$ cat src/logic/icache_pkg.sv
`default_nettype none

package icache_pkg;

    parameter int ADDR_W = 32;
    parameter int DATA_W = 32;

    typedef logic [ADDR_W-1:0] addr_t;
    typedef logic [DATA_W-1:0] word_t;

    // AXI read response codes in use
    typedef enum logic [1:0] {
        OKAY   = 2'b00,
        SLVERR = 2'b10
    } resp_t;

    // controller states
    typedef enum logic [2:0] {
        IDLE,
        LOOKUP,
        REQ,
        WAIT,
        RESP
    } state_t;

endpackage

`default_nettype wire

$ cat src/logic/ram_if.sv
`default_nettype none

interface ram_if #(
    parameter type payload_t = logic,
    parameter int DEPTH_BITS = 4
) ();

    logic [DEPTH_BITS-1:0] addr;
    logic                  we;
    payload_t              wdata;
    // entry at the previous cycle's addr
    payload_t              rdata;

    modport master (
        output addr,
        output we,
        output wdata,
        input  rdata
    );

    modport slave (
        input  addr,
        input  we,
        input  wdata,
        output rdata
    );

endinterface

`default_nettype wire

$ cat src/logic/icache_array.sv
`default_nettype none

module icache_array #(
    parameter type payload_t = logic,
    parameter int DEPTH_BITS = 4
) (
    input wire clk,
    ram_if.slave port
);

    localparam int DEPTH = 2 ** DEPTH_BITS;

    payload_t mem [DEPTH];

    // read beside a write returns the old entry
    always_ff @(posedge clk)
    begin
        if (port.we)
        begin
            mem[port.addr] <= port.wdata;
        end
        port.rdata <= mem[port.addr];
    end

endmodule

`default_nettype wire

$ cat src/logic/icache_ctrl.sv
`default_nettype none

module icache_ctrl
    import icache_pkg::*;
#(
    parameter int INDEX_BITS = 4,
    parameter type tag_t = logic [ADDR_W-INDEX_BITS-3:0]
) (
    input  wire        clk,
    input  wire        rst,
    input  wire        flush,

    input  wire        cpu_req_valid,
    input  wire addr_t cpu_req_addr,
    output logic       cpu_req_ready,
    output logic       cpu_rsp_valid,
    output word_t      cpu_rsp_data,
    output logic       cpu_rsp_err,

    output addr_t      m_araddr,
    output logic       m_arvalid,
    input  wire        m_arready,
    input  wire word_t m_rdata,
    input  wire resp_t m_rresp,
    input  wire        m_rvalid,
    output logic       m_rready,

    ram_if.master      tag_port,
    ram_if.master      data_port
);

    localparam int LINES = 2 ** INDEX_BITS;

    state_t                state;
    state_t                state_next;
    addr_t                 req_addr;
    logic [INDEX_BITS-1:0] cpu_index;
    logic [INDEX_BITS-1:0] req_index;
    logic [INDEX_BITS-1:0] array_addr;
    tag_t                  req_tag;
    logic [LINES-1:0]      valid_bits;
    logic                  accept;
    logic                  hit;
    logic                  r_done;
    logic                  refill_ok;

    assign cpu_index = cpu_req_addr[INDEX_BITS+1:2];
    assign req_index = req_addr[INDEX_BITS+1:2];
    assign req_tag   = req_addr[ADDR_W-1:INDEX_BITS+2];

    assign cpu_req_ready = (state == IDLE) && !flush;
    assign accept        = cpu_req_ready && cpu_req_valid;

    // valid line with a matching tag
    assign hit = valid_bits[req_index] && (tag_port.rdata == req_tag);

    assign r_done    = (state == WAIT) && m_rvalid;
    assign refill_ok = r_done && (m_rresp == OKAY);

    // arrays follow the incoming address while idle
    assign array_addr = (state == IDLE) ? cpu_index : req_index;

    assign tag_port.addr   = array_addr;
    assign tag_port.we     = refill_ok;
    assign tag_port.wdata  = req_tag;
    assign data_port.addr  = array_addr;
    assign data_port.we    = refill_ok;
    assign data_port.wdata = m_rdata;

    assign m_araddr  = req_addr;
    assign m_arvalid = (state == REQ);
    assign m_rready  = (state == WAIT);

    always_comb
    begin
        state_next = state;
        case (state)
            IDLE:
            begin
                if (accept)
                begin
                    state_next = LOOKUP;
                end
            end
            LOOKUP:
            begin
                state_next = hit ? RESP : REQ;
            end
            REQ:
            begin
                if (m_arready)
                begin
                    state_next = WAIT;
                end
            end
            WAIT:
            begin
                if (m_rvalid)
                begin
                    state_next = RESP;
                end
            end
            RESP:
            begin
                state_next = IDLE;
            end
            default:
            begin
                state_next = IDLE;
            end
        endcase
    end

    always_ff @(posedge clk)
    begin
        if (rst)
        begin
            state <= IDLE;
        end
        else
        begin
            state <= state_next;
        end
    end

    always_ff @(posedge clk)
    begin
        if (accept)
        begin
            req_addr <= cpu_req_addr;
        end
    end

    // flush only taken while idle
    always_ff @(posedge clk)
    begin
        if (rst || (state == IDLE && flush))
        begin
            valid_bits <= '0;
        end
        else if (refill_ok)
        begin
            valid_bits[req_index] <= 1'b1;
        end
    end

    always_ff @(posedge clk)
    begin
        if (rst)
        begin
            cpu_rsp_valid <= 1'b0;
        end
        else
        begin
            cpu_rsp_valid <= (state == LOOKUP && hit) || r_done;
        end
    end

    // hit word from the data array or the refill beat
    always_ff @(posedge clk)
    begin
        if (state == LOOKUP && hit)
        begin
            cpu_rsp_data <= data_port.rdata;
            cpu_rsp_err  <= 1'b0;
        end
        else if (r_done)
        begin
            cpu_rsp_data <= m_rdata;
            cpu_rsp_err  <= (m_rresp != OKAY);
        end
    end

endmodule

`default_nettype wire

$ cat src/logic/icache_top.sv
`default_nettype none

module icache_top
    import icache_pkg::*;
#(
    parameter int INDEX_BITS = 4
) (
    input  wire        clk,
    input  wire        rst,
    input  wire        flush,

    input  wire        cpu_req_valid,
    input  wire addr_t cpu_req_addr,
    output logic       cpu_req_ready,
    output logic       cpu_rsp_valid,
    output word_t      cpu_rsp_data,
    output logic       cpu_rsp_err,

    output addr_t      m_araddr,
    output logic       m_arvalid,
    input  wire        m_arready,
    input  wire word_t m_rdata,
    input  wire resp_t m_rresp,
    input  wire        m_rvalid,
    output logic       m_rready
);

    // address above index and byte offset
    typedef logic [ADDR_W-INDEX_BITS-3:0] tag_t;

    ram_if #(.payload_t(tag_t),  .DEPTH_BITS(INDEX_BITS)) tag_bus ();
    ram_if #(.payload_t(word_t), .DEPTH_BITS(INDEX_BITS)) data_bus ();

    icache_array #(
        .payload_t  (tag_t),
        .DEPTH_BITS (INDEX_BITS)
    ) u_tag_array (
        .clk  (clk),
        .port (tag_bus.slave)
    );

    icache_array #(
        .payload_t  (word_t),
        .DEPTH_BITS (INDEX_BITS)
    ) u_data_array (
        .clk  (clk),
        .port (data_bus.slave)
    );

    icache_ctrl #(
        .INDEX_BITS (INDEX_BITS),
        .tag_t      (tag_t)
    ) u_ctrl (
        .clk           (clk),
        .rst           (rst),
        .flush         (flush),
        .cpu_req_valid (cpu_req_valid),
        .cpu_req_addr  (cpu_req_addr),
        .cpu_req_ready (cpu_req_ready),
        .cpu_rsp_valid (cpu_rsp_valid),
        .cpu_rsp_data  (cpu_rsp_data),
        .cpu_rsp_err   (cpu_rsp_err),
        .m_araddr      (m_araddr),
        .m_arvalid     (m_arvalid),
        .m_arready     (m_arready),
        .m_rdata       (m_rdata),
        .m_rresp       (m_rresp),
        .m_rvalid      (m_rvalid),
        .m_rready      (m_rready),
        .tag_port      (tag_bus.master),
        .data_port     (data_bus.master)
    );

endmodule

`default_nettype wire

$ cat config.mk
export PLATFORM = sky130hd
export DESIGN_NAME = icache_top
export DESIGN_NICKNAME = d
export VERILOG_FILES = /design/src/logic/icache_pkg.sv /design/src/logic/ram_if.sv /design/src/logic/icache_array.sv /design/src/logic/icache_ctrl.sv /design/src/logic/icache_top.sv
export SDC_FILE = /design/constraint.sdc
export NUM_CORES = 1
export LEC_CHECK = 0
export BUFFER_PORTS_ARGS = -buffer_cell sky130_fd_sc_hd__buf_2
export CAP_MARGIN = 10
export CORE_MARGIN = 8
export CORE_UTILIZATION = 65
export DETAILED_ROUTE_END_ITERATION = 10
export PLACE_DENSITY_LB_ADDON = 0.3
export SYNTH_ARGS = -nofsm -noshare
export SYNTH_HDL_FRONTEND = slang
export SYNTH_HIERARCHICAL = 1
export SYNTH_SLANG_ARGS = --single-unit
$ cat constraint.sdc
create_clock -name clk -period 12.1 [get_ports clk]
set_clock_uncertainty 0.2 [all_clocks]
set_input_delay 3.025 -clock clk [delete_from_list [all_inputs] [get_ports clk]]
set_output_delay 3.025 -clock clk [all_outputs]
set_load 0.1 [all_outputs]
After elaboration in Yosys (flattened, before gate mapping). Memories as Yosys holds them, arrays and structs flattened. A register that Yosys moved wholly into a read port is not among the register bits. Cells that the tools add are included.

Logic and storage cells: 48. Memories: 2. Bits in registers: 85. RAM bits: 928.

Bitwise gates (word level): 1. Eq/ne operators: 7. $lt $le $gt $ge: 2. Reductions and logical operators: 16. Muxes and demuxes: 14.

Memory list: u_data_array.mem (depth 16, bits a word 32, rd ports 1, clocked after Yosys merged registers in 1, wr ports 1, RTL line icache_array.sv:13) `payload_t mem [DEPTH];`; u_tag_array.mem (depth 16, bits a word 26, rd ports 1, clocked after Yosys merged registers in 1, wr ports 1, RTL line icache_array.sv:13).

Operators by type and width (number): $mux 32 (2); $eq 26x26->1 (1); $or 16x16->16 (1); $mux 3 (4); $pmux 3 s4 (1); $logic_and 1x1->1 (8); $eq 3x2->1 const B (2); $lt 4x5->1 const B (1); $bmux 1 s4 (1); $demux 1 s4 (1); $ge 4x1->1 const B (1); $mux 1 (4); $mux 4 (1); $ne 2x1->1 const B (2); $reduce_bool 2->1 (2); $eq 3x1->1 const B (1); $logic_not 3->1 (1); $reduce_and 3->1 (1); $logic_not 2->1 (1); $logic_or 1x1->1 (2); $ne 2x2->1 const B (1); $logic_not 1->1 (1).

Longest topological paths before layout. Gate-level depths: netlist of the first run.

Word-level depth: 5. Depth in mapped cells: 9.

Modules after synthesis. The synthesis of the first run kept the hierarchy.

Modules (own cells, without submodules): icache_array (u_data_array) (sequential area each 16015.4 sq um, cells an instance 840, area each 19862.8 sq um, times used 1); icache_array (u_tag_array) (sequential area each 13012.5 sq um, cells an instance 686, area each 16154.2 sq um, times used 1); icache_ctrl (sequential area each 2342.2 sq um, cells an instance 304, area each 4211.5 sq um, times used 1).

Worst setup path after synthesis of the first run. Ideal clock, no wire load.

Kind: input -> output. Start point: input port flush. End point: output port cpu_req_ready. Arrival time: 5886 ps. Path slack: 2989 ps. Stages: 1. Required time: 8875 ps. Path buffers: 0. Cell sequence: nor4_1.

Longest elaborated chain between the ends: 2.

RTL lines: start: declaration (RTL line icache_top.sv:10) `input wire flush,`; $logic_not 1->1 (RTL line icache_ctrl.sv:51) `assign cpu_req_ready = (state == IDLE) && !flush;`; $logic_and 1x1->1 (RTL line icache_ctrl.sv:51); end: declaration (RTL line icache_top.sv:14) `output logic cpu_req_ready,`.

Every way passes these cells.

Worst setup path in the final report of the first run. Ends and elaborated chain as after synthesis.

==> out/results.ini, run 1 <==
[timing]
maxSlewViolCount = 0
period_needed_ps = 7210
slew_headroom = 0.176
whs_ps = 275
fin_setup_tns_ps = 0
fmax_mhz = 139
post-route-period-util = 0.596
tightest_slew_ps = 1230
grt_setup_unrepaired = no
hold_viol = 0
setup_viol = 0

[finish]
drive_gt1_frac = 0.313
final_util = 0.729
n_antenna_cell = 0
layout_commonest_cell = edfxtp_1
syn2layout_area_growth_pct = 11.4
final_cell_mix = edfxtp_1, mux4_2, buf_2
nets = 2022
fillCellCount = 3269

[placed_design]
gp_congestion = 0.756
dpl.hpwl_um = 43300
io_buffers = 140

[worst_setup_path]
start_kind = primary input
crit_type = primary input to output port
cp_max_fo = 3
cp.required_ps = 8880
endpoint_kind = output port
worstPathArrival_ps = 3980
r2r_slack_ps = 7190

[clock_tree]
ctsHoldBuffers = 0
clock-sinks = 1071
post_cts.repair.setup_buffers = 0
clk_latency_ps = 650
htree_num_levels = 3
cts_tree = done
clk_path_buf_depth = 3
cts_buffers = 99
clk_pin_slew_ps = 60
cts_root_buf = clkbuf_16
cts_resized = 0

[logic_synthesis]
synth_area_um2 = 40200
yosys_warnings = 6
synth_ff_type = edfxtp_1
yosys.cell_types.count = 43
ys_ff_latch = 1071
synth-async-reset-ratio = 0
synth.yosys.seq_area_share = 0.780
syn_avg_cell_area_um2 = 22.0
synth_edf_count = 992
syn_inst = 1830
synth_nets = 1902

[global_route]
grt.total_usage = 0.244
antenna_found_initial = 1
grt_max_degree = 145
overflow = 0
grt_pass1_vias = 20226
grt_pass1_wl_um = 127000

[detailed_routing]
vias_per_cell = 6.69
wl_per_cell_um = 30.1
drcViolationCount = 0
vias = 18909
ant_nets = 0
drt_pass1_iterations = 10
drt-total-wl_um = 85100
drt_iter0_drc = 2131

[power]
power_density_nw_per_um2 = 180
max-vdd-ir-drop_mv = 0.148
leakagePower_nw = 14.5
totalPowerFinal_mw = 8.07

[min_path]
holdCritPathClass = flip-flop to flip-flop

[floorplanning]
fp.dieH_um = 265
die_area_um2 = 70100
initial_core_util = 0.654
std_cell_rows = 91
core_area_um2 = 61500
die_w_um = 265
io_pins = 141

[status]
outcome = complete, no violations

[flow_run]
drv_cap = 0

[cells by family (layout without fill, tap and decap cells)]
kind of cell / after synthesis / count (layout) / synth area share
buffers and inverters: 155 / 361 / 0.0244
XOR/XNOR: 26 / 26 / 0.00566
flip-flops: 1071 / 1071 / 0.780
AND/OR/NAND/NOR: 165 / 165 / 0.0199
multiplexers: 272 / 272 / 0.145
AO/OA/AOI/OAI: 141 / 141 / 0.0256
[registers in the layout (all words and copies together) (netlist names)]
signal	count
u_data_array/mem	512
u_tag_array/port.rdata	26
u_tag_array/mem	416
u_ctrl/valid_bits	16
u_ctrl/cpu_rsp_valid	1
u_ctrl/cpu_rsp_data	32
u_data_array/port.rdata	32
u_ctrl/cpu_rsp_err	1
u_ctrl/m_araddr	32
u_ctrl/state	3
[worst max-delay path, cell delays in order]
cell,delay (ps)
buf_2,120
nor4_1,310
buf_2,520
[layer usage]
layer	track usage	wire length (um)	vias to the layer above
met5	0	13	-
met4	0.0761	2000	2
met3	0.0403	6550	153
met2	0.430	45000	998
met1	0.312	31500	9979
li1	-	-	7777
[worst paths after layout]
kind	start	endpoint	depth (start not counted)
min	u_ctrl/valid_bits[7]	u_ctrl/valid_bits[7]	2
max	flush	cpu_req_ready	3
min reg2reg	u_ctrl/valid_bits[7]	u_ctrl/valid_bits[7]	2
max reg2reg	u_ctrl/state[2]	u_data_array/mem[7][23]	5
[metrics by stage]
| step | setup slack (ps) | area, um^2 | cells |
|---|---|---|---|
| after CTS | 4950 | 44800 | 2826 |
| after detailed placement | 4960 | 41500 | 2639 |
| after global routing | 4920 | 44800 | 2826 |
| final | 4890 | 44800 | 2826 |
| after global placement | 5020 | 41500 | 2639 |
| after floorplan | 2990 | 40200 | 1830 |
[area by class of cell]
type / instances / area (um^2) / share of cell area
clock buffer: 137 / 2770 / 0.0619
clock inverter: 50 / 537 / 0.0120
inverter: 2 / 7.51 / 0.000168
multi-input combinational: 604 / 8160 / 0.182
sequential: 1071 / 31400 / 0.700
tap: 790 / 988 / 0.0221
timing repair buffer: 172 / 966 / 0.0216
[report_power, final]
group	switching, mW	leakage (nW)	internal, mW
clock	1.33	1.61	1.82
combinational	0.436	3.34	0.305
sequential	0.0583	9.58	4.12
[synth_stat cells, types with 2 or more instances]
master	n	area, um^2
nand3_1	3	15.0
mux2_4	26	390
a211oi_1	3	22.5
nand2_1	66	248
nor3b_1	2	15.0
a21oi_1	13	65.1
a221oi_1	2	17.5
nand3b_1	4	30.0
mux4_2	236	5320
buf_2	21	105
buf_1	7	26.3
and2_1	4	25.0
or3b_2	2	17.5
xnor2_1	22	193
xor2_1	4	35.0
and3_1	2	12.5
buf_12	2	40.0
nor3_1	10	50.1
nor2_1	46	173
mux2_2	10	113
nand4_1	5	31.3
nor2b_1	6	37.5
a22oi_1	116	871
clkbuf_1	43	161
buf_4	69	518
nand2b_1	6	37.5
edfxtp_1	992	29800
dfxtp_1	79	1580
inv_1	2	7.51
a31oi_1	4	25.0
buf_6	11	124
(Power assumes the default switching activity.)
==> run 2, diff against run 1 <==
- CORE_UTILIZATION: 65 -> 61
- clock period: 12.1 -> 7.1 ns (I/O delays scaled with it)
==> run 2 against run 1 <==
Effect of this change:
- clock-buffer cell count down 2
- clock power rose by 73%
- non-clock buffer count did not move
- final cell count increased by 2.9%
- flip-flop and latch count unchanged
- global-route usage decreased by 1.9 points
- sequential power grew 71%
- die area is 6.2% higher
- core utilization shrank 4.0 points
- combinational power increased by 71%
- largest power group unchanged
==> out/results.ini, run 2 (synthesis gave the netlist of run 1 again) <==
[min_path]
hp-start = u_ctrl/valid_bits[7]
hold_depth = 2
holdCritPathClass = flip-flop to flip-flop
min_to = u_ctrl/valid_bits[7]

[finish]
drive_gt1_frac = 0.319
fin_cells = 2908
regMostFlops = u_data_array/mem
largest_register_ffs = 512
layout_commonest_cell = edfxtp_1
syn2layout_area_growth_pct = 12.2
fillCellCount = 3824
final_cell_mix = edfxtp_1, mux4_2, buf_2
nets = 2026
reg_top3 = u_data_array/mem x512, u_tag_array/mem x416

[worst_setup_path]
r2r.worst_path.cells = 6
crit_buf_inv = 2
crit_type = primary input to output port
rr_endpoint = u_data_array/port.rdata[20]
cp_max_fo = 3
cp.required_ps = 5120
endpoint_kind = output port
r2r_slack_ps = 2950
cp-startpoint = flush
cpPeakStageDelay_ps = 490
cpMostUsedCell = buf_2
path_delay_family = buffers and inverters
crit_chain = buf_2 -> nor4_1 -> buf_2
start_kind = primary input
timing.rr.start = u_ctrl/state[1]
cp_slowest_cell = buf_2
worstPathArrival_ps = 2610

[power]
power_density_nw_per_um2 = 307
sequentialPowerShare = 0.515
max-vdd-ir-drop_mv = 0.229
switching_power_mw = 3.15
cellInternalPower_mw = 10.7
comb_power_share = 0.091
clkPwrFrac = 0.394
leakagePower_nw = 14.6
p_sw_frac = 0.227

[global_route]
grt.total_usage = 0.225
grt_pass1_vias = 19647
overflow = 0
grt_pass1_wl_um = 125000
grt_max_degree = 110
antenna_found_initial = 0

[floorplanning]
fp.dieH_um = 273
io_pins = 141
die_area_um2 = 74400
die_w_um = 273
initial_core_util = 0.614
core_area_um2 = 65500
std_cell_rows = 94

[detailed_routing]
vias = 18577
drt-total-wl_um = 84100
vias_per_cell = 6.39
drt_iter0_drc = 1794
drcViolationCount = 0
drt_pass1_iterations = 7
ant_nets = 0
wl_per_cell_um = 28.9

[timing]
period_needed_ps = 4580
maxSlewViolCount = 0
worst_slack_ps = 2520
grt_setup_unrepaired = no
fmax_mhz = 218
hold_viol = 0
fin_setup_tns_ps = 0
setup_viol = 0
post-route-period-util = 0.646
tightest_slew_ps = 1270
slew_headroom = 0.154

[clock_tree]
cts_tree = done
clk_latency_ps = 660
cts_root_buf = clkbuf_16
clk_path_buf_depth = 3
htree_num_levels = 3
clock-sinks = 1071
ctsHoldBuffers = 0
post_cts.repair.setup_buffers = 0
cts_buffers = 103
cts_resized = 0
clk_pin_slew_ps = 60

[flow_run]
drv_cap = 0

[placed_design]
placedCellCount = 2707
pre_cts_ws_ps = 2020
gp_congestion = 0.756
dpl.hpwl_um = 43800
io_buffers = 140

[status]
outcome = complete, no violations

-- run 2: tightest hold or removal path, stage by stage, from the launching register on --
cell and delay [ps]:
dfxtp_1 330, a21oi_1 40, nor2_1 70
-- run 2: how the worst max path moves through the flow --
stage / endpoint / slack (ps) / cells after the start
6_report: cpu_req_ready / 2520 / 3
5_1_grt: cpu_req_ready / 2500 / 3
3_5_place_dp: u_data_array/mem[3][19] / 2020 / 6
4_1_cts: cpu_req_ready / 2530 / 3
2_1_floorplan: cpu_req_ready / 490 / 1
3_3_place_gp: u_data_array/mem[2][14] / 2140 / 6
-- run 2: routing by layer --
layer	wire, um	GRT usage	vias to the layer above	part of all wire
met5	0	0	-	0
met4	2620	0.0807	0	0.031
met3	5170	0.0367	148	0.061
met2	44100	0.386	754	0.52
met1	32200	0.294	9885	0.38
li1	-	-	7790	-
-- run 2: power groups by stage --
stage	clock network [mW]	logic, mW	registers, mW
finish	5.45	1.27	7.13
global route	5.79	1.35	7.14
floorplan	0	0.911	7.29
global placement	0	1.24	7.25
detailed placement	0	1.26	7.26
CTS	5.54	1.28	7.13
-- run 2: layout make-up --
cell class	count	area [um^2]	share of cell area
antenna	1	2.50	0.0000555
clock buffer	135	2810	0.0623
clock inverter	59	608	0.0135
inverter	2	7.51	0.000166
multi-input combinational	604	8160	0.181
sequential	1071	31400	0.695
tap	864	1080	0.0240
timing repair buffer	172	1080	0.0239
-- run 2: per-stage QoR --
stage / util / total power [mW] / cell area [um^2] / hold slack, ps
after global placement: 0.634 / 8.49 / 41500 / 242
after global routing: 0.689 / 14.3 / 45100 / 305
after detailed placement: 0.634 / 8.52 / 41500 / 258
after CTS: 0.686 / 14.0 / 45000 / 273
final: 0.689 / 13.8 / 45100 / 273
after floorplan: - / 8.20 / 40200 / 231
==> run 3, diff against run 2 <==
- ABC_AREA: not set -> 1
- CORE_UTILIZATION: 61 -> 62
- clock period: 7.1 -> 4.55 ns (I/O delays scaled with it)
==> run 3 against run 2 <==
Effect of this change:
- register-to-register slack worse by 2100 ps
- highest routed layer unchanged
- via count grew 60%
- design area rose by 9.5%
- final cell count rose by 88%
- worst setup slack lost 1700 ps
- critical path type is now flip-flop to flip-flop
- global-route usage is 2.8 points higher
==> out/results.ini, run 3 <==
[finish]
syn2layout_area_growth_pct = 10.8
fillCellCount = 4977
reg_top3 = u_data_array/mem x512, u_tag_array/mem x416
drive_gt1_frac = 0.0934
layout_commonest_cell = nand2_1
final_cell_mix = nand2_1, edfxtp_1, inv_1
largest_register_ffs = 512
finalInstanceArea_um2 = 49400
regMostFlops = u_data_array/mem
nets = 4503
n_antenna_cell = 0

[power]
leakagePower_nw = 20.9
max-vdd-ir-drop_mv = 0.417
power_density_nw_per_um2 = 523

[detailed_routing]
drt_pass1_iterations = 6
met3_length_um = 7980
wl_per_cell_um = 19.2
vias_per_cell = 5.43
drt-total-wl_um = 105000
wirelength_met1_um = 40500
ant_nets = 0
met2_length_um = 52000
vias = 29675
drcViolationCount = 0
drt_iter0_drc = 2852
top_layer = met4

[logic_synthesis]
synth.most_common_cell = nand2_1
yosys.cell_types.count = 26
synth_nets = 4427
synth_area_um2 = 44600
synth_ff_type = edfxtp_1
yosys_warnings = 6
syn_inst = 4355
synth_edf_count = 992
ys_ff_latch = 1071
synthTopCellsByArea = edfxtp_1, nand2_1, dfxtp_1
syn_avg_cell_area_um2 = 10.2
yosysTopAreaCell = edfxtp_1
yosys-top-cells-count = nand2_1, edfxtp_1, inv_1
synth.top_cell.area_share = 0.668
synth-async-reset-ratio = 0
synth.yosys.seq_area_share = 0.704

[floorplanning]
fp.dieH_um = 284
die_area_um2 = 80700
io_pins = 141
initial_core_util = 0.624
die_w_um = 284
core_area_um2 = 71400
std_cell_rows = 98

[min_path]
holdCritPathClass = flip-flop to flip-flop
hp-start = u_ctrl/valid_bits[13]
min_to = u_ctrl/valid_bits[13]
hold_depth = 2

[clock_tree]
cts_tree = done
htree_num_levels = 3
clk_pin_slew_ps = 60
clock-sinks = 1071
cts_buffers = 105
clk_path_buf_depth = 3
clk_latency_ps = 670
ctsHoldBuffers = 0
cts_resized = 0
cts_root_buf = clkbuf_16
post_cts.repair.setup_buffers = 0

[timing]
fin_setup_tns_ps = 0
period_needed_ps = 3720
slew_headroom = 0.111
worst_slack_ps = 829
grt_setup_unrepaired = no
setup_viol = 0
tightest_slew_ps = 1330
fmax_mhz = 269
maxSlewViolCount = 0
hold_viol = 0
post-route-period-util = 0.818

[placed_design]
dpl.hpwl_um = 55600
gp_congestion = 0.817
place_area_um2 = 46100
pre_cts_ws_ps = 587
io_buffers = 140

[global_route]
grt.total_usage = 0.253
overflow = 0
grt_max_degree = 222
grt_pass1_vias = 29260
grt_pass1_wl_um = 161000
antenna_found_initial = 0

[status]
outcome = complete, no violations

[worst_setup_path]
start_kind = flip-flop
endpoint_kind = flip-flop
cp_max_fo = 43
rr_endpoint = u_tag_array/mem[10][0]
cp-startpoint = u_ctrl/state[2]
cp.required_ps = 4720
worstPathArrival_ps = 3890
r2r_slack_ps = 830
crit_type = flip-flop to flip-flop
timing.rr.start = u_ctrl/state[2]
r2r.worst_path.cells = 8

[flow_run]
drv_cap = 0

## run 3: cell types whose count changed after synthesis, sizes merged, moves of 8 or more
cell,delta
inv,+188
mux2,-36
mux4,-236
buf,+113
a21oi,+10
o21ai,+11
a22oi,-117
clkbuf,-12
xnor2,-15
nand2,+2608
nor2,+26
nand3,+8
nand4,+26
## run 3: cells by family (layout without fill, tap and decap cells)
| group | Yosys count | in the layout | share of synthesized area |
|---|---|---|---|
| AND/OR/NAND/NOR | 2797 | 2797 | 0.239 |
| flip-flops | 1071 | 1071 | 0.704 |
| buffers and inverters | 446 | 610 | 0.0520 |
| AO/OA/AOI/OAI | 34 | 34 | 0.00382 |
| XOR/XNOR | 7 | 7 | 0.00138 |
## run 3: metal layers
metal  vias to the layer above  global-route usage
met3                       261              0.0392
met1                     14059               0.320
met5                         -                   0
li1                      14036                   -
met4                         0               0.107
met2                      1319               0.437
## run 3: metrics by stage
stage | util | total power, mW | hold slack (ps) | std cells
floorplan | - | 16.1 | 232 | 4355
global route | 0.692 | 27.1 | 277 | 5469
global placement | 0.646 | 17.4 | 243 | 5274
detailed placement | 0.646 | 17.6 | 251 | 5274
finish | 0.692 | 25.8 | 257 | 5469
CTS | 0.692 | 25.9 | 261 | 5469
## run 3: area by class of cell
cell class                 instances  area [um^2]  share of cell area
clock inverter                    62          513              0.0104
inverter                         192          737              0.0149
tap                              950         1190              0.0241
multi-input combinational       2838        11200               0.226
timing repair buffer             223         1600              0.0324
clock buffer                     133         2810              0.0568
sequential                      1071        31400               0.635
## run 3: how the worst max path moves through the flow
| stage | to | slack [ps] |
|---|---|---|
| 2_1_floorplan | u_data_array/mem[3][0] | 90 |
| 3_3_place_gp | u_tag_array/port.rdata[17] | 650 |
| 3_5_place_dp | u_tag_array/port.rdata[16] | 590 |
| 4_1_cts | u_tag_array/mem[10][7] | 850 |
| 5_1_grt | u_tag_array/port.rdata[7] | 560 |
| 6_report | u_tag_array/mem[10][0] | 830 |
## run 3: critical path, stage by stage (launching register included)
cell and delay [ps]:
dfxtp_1 410, nor2_1 100, nand2_1 380, nor2_1 140, a21oi_4 310, buf_4 530, nand3_1 500, nor2_4 580
buf_12 240
## run 3: power breakdown
| part | switching [mW] | leakage, nW | internal, mW |
|---|---|---|---|
| combinational | 4.56 | 9.73 | 1.62 |
| clock | 3.62 | 1.63 | 4.75 |
| sequential | 0.185 | 9.58 | 11.1 |
| total | 8.37 | 20.9 | 17.5 |
